[src/hw/axi4lite_pkg.sv]
// ==============================
// bus widths, access request and completion records, and the AXI4-lite
// channel bundles shared by the queue, the master and the memory slave
// ==============================
package axi4lite_pkg;

	// word addressing, one word per address
	localparam int ADDRESS_WIDTH = 4;
	localparam int DATA_WIDTH = 32;

	typedef logic [ADDRESS_WIDTH-1:0] address_t;
	typedef logic [DATA_WIDTH-1:0] data_t;

	// data is ignored for reads
	typedef struct packed {
		logic write;
		address_t address;
		data_t data;
	} access_request_t;

	// data holds the written word for writes and the returned word for reads
	typedef struct packed {
		logic write;
		address_t address;
		data_t data;
		logic error;
	} access_completion_t;

	// master to slave
	typedef struct packed {
		address_t awaddr;
		logic awvalid;
		data_t wdata;
		logic wvalid;
		logic bready;
		address_t araddr;
		logic arvalid;
		logic rready;
	} axi4lite_m2s_t;

	// slave to master, single-bit responses
	typedef struct packed {
		logic awready;
		logic wready;
		logic bresp;
		logic bvalid;
		logic arready;
		data_t rdata;
		logic rresp;
		logic rvalid;
	} axi4lite_s2m_t;

endpackage
[src/hw/pollable_memory_top.sv]
// ==============================
// request queue, AXI4-lite master and memory slave wired together;
// MEMORY_WORDS and QUEUE_DEPTH are set here and passed down
// ==============================
`timescale 1ns/1ns

module pollable_memory_top import axi4lite_pkg::*; #(
	parameter int MEMORY_WORDS = 12,
	parameter int QUEUE_DEPTH = 4
) (
	input logic clock,
	input logic reset,
	input logic request_strobe,
	input access_request_t request,
	output logic overflow,
	output logic completion_strobe,
	output access_completion_t completion
);
	access_request_t head;
	logic empty;
	logic pop;
	axi4lite_m2s_t m2s;
	axi4lite_s2m_t s2m;

	request_queue #(.QUEUE_DEPTH(QUEUE_DEPTH)) i_queue (
		.clock(clock),
		.reset(reset),
		.push(request_strobe),
		.push_request(request),
		.pop(pop),
		.head(head),
		.empty(empty),
		.overflow(overflow)
	);

	axi4lite_request_master i_master (
		.clock(clock),
		.reset(reset),
		.head(head),
		.empty(empty),
		.s2m(s2m),
		.pop(pop),
		.m2s(m2s),
		.completion_strobe(completion_strobe),
		.completion(completion)
	);

	pollable_memory_axi4lite_slave #(.MEMORY_WORDS(MEMORY_WORDS)) i_slave (
		.clock(clock),
		.reset(reset),
		.m2s(m2s),
		.s2m(s2m)
	);

endmodule

[src/hw/pollable_memory_axi4lite_slave.sv]
// ==============================
// AXI4-lite word memory slave with independent write and read paths,
// registered pre-response stages and decode errors above MEMORY_WORDS
// ==============================
`timescale 1ns/1ns

module pollable_memory_axi4lite_slave import axi4lite_pkg::*; #(
	parameter int MEMORY_WORDS = 12
) (
	input logic clock,
	input logic reset,
	input axi4lite_m2s_t m2s,
	output axi4lite_s2m_t s2m
);
	data_t memory [MEMORY_WORDS];
	// words never written read back as zero
	logic [MEMORY_WORDS-1:0] word_written;

	// write path
	logic awready;
	logic wready;
	logic aw_captured;
	logic w_captured;
	logic write_pending;
	address_t local_awaddr;
	data_t local_wdata;
	logic write_in_range;
	logic write_commit;
	logic pre_bresp;
	logic pre_bvalid;
	logic bresp;
	logic bvalid;

	// read path
	logic arready;
	logic ar_captured;
	address_t local_araddr;
	logic read_in_range;
	data_t pre_rdata;
	logic pre_rresp;
	logic pre_rvalid;
	data_t rdata;
	logic rresp;
	logic rvalid;

	assign write_in_range = (local_awaddr < MEMORY_WORDS);
	assign read_in_range = (local_araddr < MEMORY_WORDS);
	assign write_commit = aw_captured && w_captured && !write_pending;

	always_comb begin
		s2m.awready = awready;
		s2m.wready = wready;
		s2m.bresp = bresp;
		s2m.bvalid = bvalid;
		s2m.arready = arready;
		s2m.rdata = rdata;
		s2m.rresp = rresp;
		s2m.rvalid = rvalid;
	end

	// payload registers and memory
	always_ff @(posedge clock) begin
		if (m2s.awvalid && awready) begin
			local_awaddr <= m2s.awaddr;
		end
		if (m2s.wvalid && wready) begin
			local_wdata <= m2s.wdata;
		end
		if (m2s.arvalid && arready) begin
			local_araddr <= m2s.araddr;
		end
		if (write_commit && write_in_range) begin
			memory[local_awaddr] <= local_wdata;
		end
		if (ar_captured) begin
			if (read_in_range && word_written[local_araddr]) begin
				pre_rdata <= memory[local_araddr];
			end else begin
				pre_rdata <= '0;
			end
		end
		if (pre_rvalid && !rvalid) begin
			rdata <= pre_rdata;
		end
	end

	always_ff @(posedge clock) begin
		if (reset) begin
			word_written <= '0;
			awready <= 1'b1;
			wready <= 1'b1;
			aw_captured <= 1'b0;
			w_captured <= 1'b0;
			write_pending <= 1'b0;
			pre_bresp <= 1'b0;
			pre_bvalid <= 1'b0;
			bresp <= 1'b0;
			bvalid <= 1'b0;
		end else begin
			if (m2s.awvalid && awready) begin
				awready <= 1'b0;
				aw_captured <= 1'b1;
			end
			if (m2s.wvalid && wready) begin
				wready <= 1'b0;
				w_captured <= 1'b1;
			end
			// both halves in, commit and stage the response
			if (write_commit) begin
				if (write_in_range) begin
					word_written[local_awaddr] <= 1'b1;
				end
				pre_bresp <= !write_in_range;
				pre_bvalid <= 1'b1;
				write_pending <= 1'b1;
				aw_captured <= 1'b0;
				w_captured <= 1'b0;
			end
			if (bvalid) begin
				if (m2s.bready) begin
					bvalid <= 1'b0;
					bresp <= 1'b0;
					awready <= 1'b1;
					wready <= 1'b1;
					write_pending <= 1'b0;
				end
			end else if (pre_bvalid) begin
				bvalid <= 1'b1;
				bresp <= pre_bresp;
				pre_bvalid <= 1'b0;
			end
		end
	end

	always_ff @(posedge clock) begin
		if (reset) begin
			arready <= 1'b1;
			ar_captured <= 1'b0;
			pre_rresp <= 1'b0;
			pre_rvalid <= 1'b0;
			rresp <= 1'b0;
			rvalid <= 1'b0;
		end else begin
			if (m2s.arvalid && arready) begin
				arready <= 1'b0;
				ar_captured <= 1'b1;
			end
			if (ar_captured) begin
				pre_rresp <= !read_in_range;
				pre_rvalid <= 1'b1;
				ar_captured <= 1'b0;
			end
			if (rvalid) begin
				if (m2s.rready) begin
					rvalid <= 1'b0;
					rresp <= 1'b0;
					arready <= 1'b1;
				end
			end else if (pre_rvalid) begin
				rvalid <= 1'b1;
				rresp <= pre_rresp;
				pre_rvalid <= 1'b0;
			end
		end
	end

endmodule

[src/hw/axi4lite_request_master.sv]
// ==============================
// AXI4-lite master that pops one queued request at a time, runs it on the bus
// and emits a completion strobe one cycle after the response transfer
// ==============================
`timescale 1ns/1ns

module axi4lite_request_master import axi4lite_pkg::*; (
	input logic clock,
	input logic reset,
	input access_request_t head,
	input logic empty,
	input axi4lite_s2m_t s2m,
	output logic pop,
	output axi4lite_m2s_t m2s,
	output logic completion_strobe,
	output access_completion_t completion
);
	typedef enum logic [1:0] {
		state_idle,
		state_address,
		state_response
	} master_state_t;

	master_state_t state;
	access_request_t kept_request;
	logic load_write;
	logic load_read;
	logic awvalid;
	logic wvalid;
	logic arvalid;
	address_t awaddr;
	data_t wdata;
	address_t araddr;
	logic bready;
	logic rready;
	logic response_done;

	assign pop = (state == state_idle) && !empty;
	// channels load from the head in the pop cycle, valid rises one cycle later
	assign load_write = pop && head.write;
	assign load_read = pop && !head.write;

	axi4lite_valid_hold #(.payload_t(address_t)) i_aw_hold (
		.clock(clock), .reset(reset),
		.load(load_write), .load_payload(head.address),
		.ready(s2m.awready), .valid(awvalid), .payload(awaddr)
	);

	axi4lite_valid_hold #(.payload_t(data_t)) i_w_hold (
		.clock(clock), .reset(reset),
		.load(load_write), .load_payload(head.data),
		.ready(s2m.wready), .valid(wvalid), .payload(wdata)
	);

	axi4lite_valid_hold #(.payload_t(address_t)) i_ar_hold (
		.clock(clock), .reset(reset),
		.load(load_read), .load_payload(head.address),
		.ready(s2m.arready), .valid(arvalid), .payload(araddr)
	);

	assign bready = (state == state_response) && kept_request.write;
	assign rready = (state == state_response) && !kept_request.write;
	assign response_done = (bready && s2m.bvalid) || (rready && s2m.rvalid);

	always_comb begin
		m2s.awaddr = awaddr;
		m2s.awvalid = awvalid;
		m2s.wdata = wdata;
		m2s.wvalid = wvalid;
		m2s.bready = bready;
		m2s.araddr = araddr;
		m2s.arvalid = arvalid;
		m2s.rready = rready;
	end

	always_ff @(posedge clock) begin
		if (pop) begin
			kept_request <= head;
		end
		if (response_done) begin
			completion.write <= kept_request.write;
			completion.address <= kept_request.address;
			completion.data <= kept_request.write ? kept_request.data : s2m.rdata;
			completion.error <= kept_request.write ? s2m.bresp : s2m.rresp;
		end
	end

	always_ff @(posedge clock) begin
		if (reset) begin
			state <= state_idle;
			completion_strobe <= 1'b0;
		end else begin
			completion_strobe <= response_done;
			case (state)
				state_idle: begin
					if (pop) begin
						state <= state_address;
					end
				end
				state_address: begin
					// all request channels have transferred
					if (!awvalid && !wvalid && !arvalid) begin
						state <= state_response;
					end
				end
				state_response: begin
					if (response_done) begin
						state <= state_idle;
					end
				end
				default: state <= state_idle;
			endcase
		end
	end

endmodule

[src/hw/axi4lite_valid_hold.sv]
// ==============================
// holds one channel payload with its valid until the ready handshake;
// instantiated per AXI4-lite request channel
// ==============================
`timescale 1ns/1ns

module axi4lite_valid_hold #(
	parameter type payload_t = logic
) (
	input logic clock,
	input logic reset,
	input logic load,
	input payload_t load_payload,
	input logic ready,
	output logic valid,
	output payload_t payload
);
	logic load_accepted;

	// new payloads only while the channel is idle
	assign load_accepted = load && !valid;

	always_ff @(posedge clock) begin
		if (load_accepted) begin
			payload <= load_payload;
		end
	end

	always_ff @(posedge clock) begin
		if (reset) begin
			valid <= 1'b0;
		end else if (valid) begin
			// transfer on the edge where both are high
			if (ready) begin
				valid <= 1'b0;
			end
		end else if (load) begin
			valid <= 1'b1;
		end
	end

endmodule

[src/hw/request_queue.sv]
// ==============================
// circular request buffer between the requester and the bus master;
// a push while full is dropped and flagged on overflow
// ==============================
`timescale 1ns/1ns

module request_queue import axi4lite_pkg::*; #(
	parameter int QUEUE_DEPTH = 4
) (
	input logic clock,
	input logic reset,
	input logic push,
	input access_request_t push_request,
	input logic pop,
	output access_request_t head,
	output logic empty,
	output logic overflow
);
	localparam int POINTER_WIDTH = (QUEUE_DEPTH > 1) ? $clog2(QUEUE_DEPTH) : 1;
	localparam int COUNT_WIDTH = $clog2(QUEUE_DEPTH + 1);

	access_request_t storage [QUEUE_DEPTH];
	logic [POINTER_WIDTH-1:0] read_pointer;
	logic [POINTER_WIDTH-1:0] write_pointer;
	logic [COUNT_WIDTH-1:0] count;
	logic full;
	logic push_accepted;
	logic pop_accepted;

	assign full = (count == COUNT_WIDTH'(QUEUE_DEPTH));
	assign empty = (count == '0);
	assign push_accepted = push && !full;
	assign pop_accepted = pop && !empty;
	// dropped requests are reported in the cycle they arrive
	assign overflow = push && full;
	assign head = storage[read_pointer];

	always_ff @(posedge clock) begin
		if (push_accepted) begin
			storage[write_pointer] <= push_request;
		end
	end

	always_ff @(posedge clock) begin
		if (reset) begin
			read_pointer <= '0;
			write_pointer <= '0;
			count <= '0;
		end else begin
			if (push_accepted) begin
				if (write_pointer == POINTER_WIDTH'(QUEUE_DEPTH - 1)) begin
					write_pointer <= '0;
				end else begin
					write_pointer <= write_pointer + 1'b1;
				end
			end
			if (pop_accepted) begin
				if (read_pointer == POINTER_WIDTH'(QUEUE_DEPTH - 1)) begin
					read_pointer <= '0;
				end else begin
					read_pointer <= read_pointer + 1'b1;
				end
			end
			// simultaneous push and pop leaves the count unchanged
			case ({push_accepted, pop_accepted})
				2'b10: count <= count + 1'b1;
				2'b01: count <= count - 1'b1;
				default: count <= count;
			endcase
		end
	end

endmodule

[config.mk]
export PLATFORM = sky130hd
export DESIGN_NAME = pollable_memory_top
export DESIGN_NICKNAME = d
export VERILOG_FILES = /design/src/hw/axi4lite_pkg.sv /design/src/hw/pollable_memory_top.sv /design/src/hw/pollable_memory_axi4lite_slave.sv /design/src/hw/axi4lite_request_master.sv /design/src/hw/axi4lite_valid_hold.sv /design/src/hw/request_queue.sv
export SDC_FILE = /design/constraint.sdc
export NUM_CORES = 1
export LEC_CHECK = 0
export BUFFER_PORTS_ARGS = -buffer_cell sky130_fd_sc_hd__buf_2
export CAP_MARGIN = 20
export CORE_UTILIZATION = 60
export DETAILED_ROUTE_END_ITERATION = 7
export GPL_ROUTABILITY_DRIVEN = 0
export PLACE_DENSITY = 0.77
export SLEW_MARGIN = 0
export SYNTH_ARGS = -nofsm -noshare
export SYNTH_HDL_FRONTEND = slang
export SYNTH_HIERARCHICAL = 1
export SYNTH_SLANG_ARGS = --single-unit
[constraint.sdc]
create_clock -name clock -period 6.25 [get_ports clock]
set_clock_uncertainty 0.2 [all_clocks]
set_input_delay 0.3125 -clock clock [delete_from_list [all_inputs] [get_ports clock]]
set_output_delay 0.3125 -clock clock [all_outputs]
set_load 0.02 [all_outputs]
==> impl_metrics.ini <==
[yosys]
yosysWarningCount = 6
yosysTopAreaCell = edfxtp_1
ys_seq_elements = 793
synthTopCellsByArea = edfxtp_1, mux4_2, dfxtp_1
ys.flop_type = edfxtp_1
yosysTopAreaCellShare_pct = 78.0
synth_edf_count = 751
syn-num-nets = 1338
ys_async_sr_fraction_pct = 0
yosysSeqAreaShare_pct = 80.9
avgSynthCellArea_um2 = 22.4
synth_cell_types = 53
synth.cell_area_um2 = 28900
netlist_instances = 1291

[worst_setup_path]
r2r_slack_ps = 2770
critPathArrivalTime_ps = 3630
required_ps = 6390
critPathLaunchType = register
worstReg2RegStart = i_slave/local_araddr[0]$_DFFE_PP_
reg2reg_to = i_slave/pre_rdata[25]$_SDFFCE_PN0P_
startpoint = i_slave/local_araddr[0]$_DFFE_PP_
r2r_cells = 5
path_max_fanout = 20
crit_path_end_kind = register
critical_path_class = register to register

[floorplan]
die_y_um = 222
dieArea_um2 = 49100
start_util_pct = 60.7
io_pins = 80
core_um2 = 47600
rows = 80
chipWidth_um = 222

[sta]
finalHoldViolations = 0
slew_viol_final = 0
tightest_slew_ps = 1160
maxSlewHeadroom_pct = 22.6
final-setup-viol-count = 0
min_period_ps = 3480
fin_crit_sh_pct = 55.7
rsz0062_at_grt = no
fmax_ghz = 0.287
finalSetupTns_ps = 0

[grt]
antenna_found_initial = 0
grt_pass1_wl_mm = 88.2
grt_use_total_pct = 25.0
grt_pass1_vias = 13900
grt_max_degree = 101
grt-ovfl-total = 0

[clock_network]
cts_setup_buffers = 0
ctsHoldBuffers = 38
root_buffer = clkbuf_16
clk_pin_slew_worst_paths_ps = 60
cts.htree.levels = 3
clock_sinks = 793
clock_latency_ps = 620
cts_made_buffers = 76
cts_tree = built
clock_path_buffers = 3
ctsResizeCount = 0

[finish]
multiInputGateArea_um2 = 5170
final-instance-count-excl-fill = 2124
area_growth_pct = 13.5
design_area_um2 = 32800
drive_gt1_share_pct = 28.4
num_antenna_cells = 0
fillers = 2789
ff_latch_area_um2 = 23400
final_cell_mix = edfxtp_1, mux4_2, clkbuf_16, buf_2, dfxtp_1
layout_commonest_cell = edfxtp_1
final_nets = 1497

[power]
leakagePower_nw = 10.6
ir_drop_mv = 0.355
total_power_w = 0.0136
p_per_area_nw_per_um2 = 415

[placement]
placed_area_um2 = 30000
dp.cells = 1949
port_buffers = 79
dp_hpwl_mm = 31.5

[route]
route.detailed.drc = 0
wl_per_cell_um = 28.1
vias = 13400
via_per_inst = 6.29
drt.antenna.violating_nets = 0
routed_wl_mm = 59.7
drtPass1Iterations = 5
drtIter0Drc = 1484

[hold_path]
hold_end = i_queue/count[1]$_SDFFE_PP0P_
hold_path_depth = 2
hp-class = input pin to register
hp-start = reset

[outcome]
run_status = finished clean

[flow_run]
maxCapViolCount = 0
==> report_power, final <==
part	leakage (nW)	switching, W	internal, W	total, W
sequential	7.16	0.000403	0.00672	0.00712
clock	1.19	0.00190	0.00260	0.00450
combinational	2.29	0.00119	0.000803	0.00199
total	10.6	0.00350	0.0101	0.0136
==> cells by family (layout without fill, tap and decap cells) <==
family                   Yosys count  after routing  share of synthesized area (%)
flip-flops                       793            793                           80.9
multiplexers                     175            175                           12.4
AND/OR/NAND/NOR                  134            134                           2.31
AO/OA/AOI/OAI                    101            101                           2.38
buffers and inverters             79            297                           1.60
adder cells (fa/ha/maj)            7              7                          0.329
XOR/XNOR                           2              2                         0.0606
==> cell usage after synthesis, types with 2 or more instances <==
cell type  count
ha_1           6
buf_2         19
and2b_2        3
nand3b_1       4
mux2_4        28
nor2b_1        5
mux4_2       134
nor4_1         4
a22oi_1       33
a21oi_2       10
nand2b_1       5
nand2_1       37
xor2_1         2
mux2_2         5
edfxtp_1     751
mux2i_1        6
and2_1         4
inv_1         11
nor2_1        45
a211oi_1       3
o21ai_0        5
nor3b_1        4
a31oi_1        3
nand3_1        2
buf_6          5
buf_4         16
nor3_1         8
clkbuf_1      23
and3_1         5
or3_1          2
buf_12         2
dfxtp_1       42
a21oi_1       38
buf_1          2
==> flip-flops by register name, indices dropped and copies added (netlist names), 4 cells and up, named ones only <==
name,flops
i_slave/memory,384
i_queue/storage,148
i_master/completion,38
i_master/kept_request,37
i_master/i_w_hold/payload,32
i_slave/local_wdata,32
i_slave/pre_rdata,32
i_slave/rdata,32
i_slave/word_written,12
i_master/i_ar_hold/payload,4
i_master/i_aw_hold/payload,4
i_slave/local_araddr,4
i_slave/local_awaddr,4
==> per-stage QoR <==
stage / worst slack [ps] / util, % / hold WS, ps
4_1_cts: 2740 / 68.9 / 34.2
5_1_grt: 2570 / 68.9 / 74.6
3_5_place_dp: 2790 / 63.0 / 205
6_report: 2770 / 68.9 / 73.6
2_1_floorplan: 1050 / - / 185
3_3_place_gp: 2850 / 63.0 / 201
==> routing by layer <==
layer	GRT usage, %	vias to the layer above	share of wire [%]
met3	4.28	94	7.8
met4	8.56	0	2.3
li1	-	5606	-
met1	34.3	7025	40
met5	0	-	0
met2	41.4	644	50
==> worst max-delay path by stage <==
stage	end	slack [ps]	depth (start not counted)
4_1_cts	i_slave/pre_rdata[25]$_SDFFCE_PN0P_	2740	5
5_1_grt	i_slave/pre_rdata[11]$_SDFFCE_PN0P_	2570	5
2_1_floorplan	i_queue/count[2]$_SDFFE_PP0P_	1050	10
3_3_place_gp	i_slave/pre_rdata[28]$_SDFFCE_PN0P_	2850	5
6_report	i_slave/pre_rdata[25]$_SDFFCE_PN0P_	2770	5
3_5_place_dp	i_slave/pre_rdata[12]$_SDFFCE_PN0P_	2790	5
==> area by class of cell <==
class                      instances  share of cell area [%]
multi-input combinational        419                    15.7
inverter                          11                   0.126
sequential                       793                    71.3
timing repair buffer             149                    3.13
clock buffer                     101                    6.33
clock inverter                    36                    1.05
tap                              615                    2.34
==> worst max-delay path, stage by stage, from the launching register on <==
cell and delay (ps):
edfxtp_1 990, mux4_1 650, or2_1 260, a31oi_4 550, buf_4 440, a21oi_1 100
Note: power is estimated with default switching activity, not from simulation.
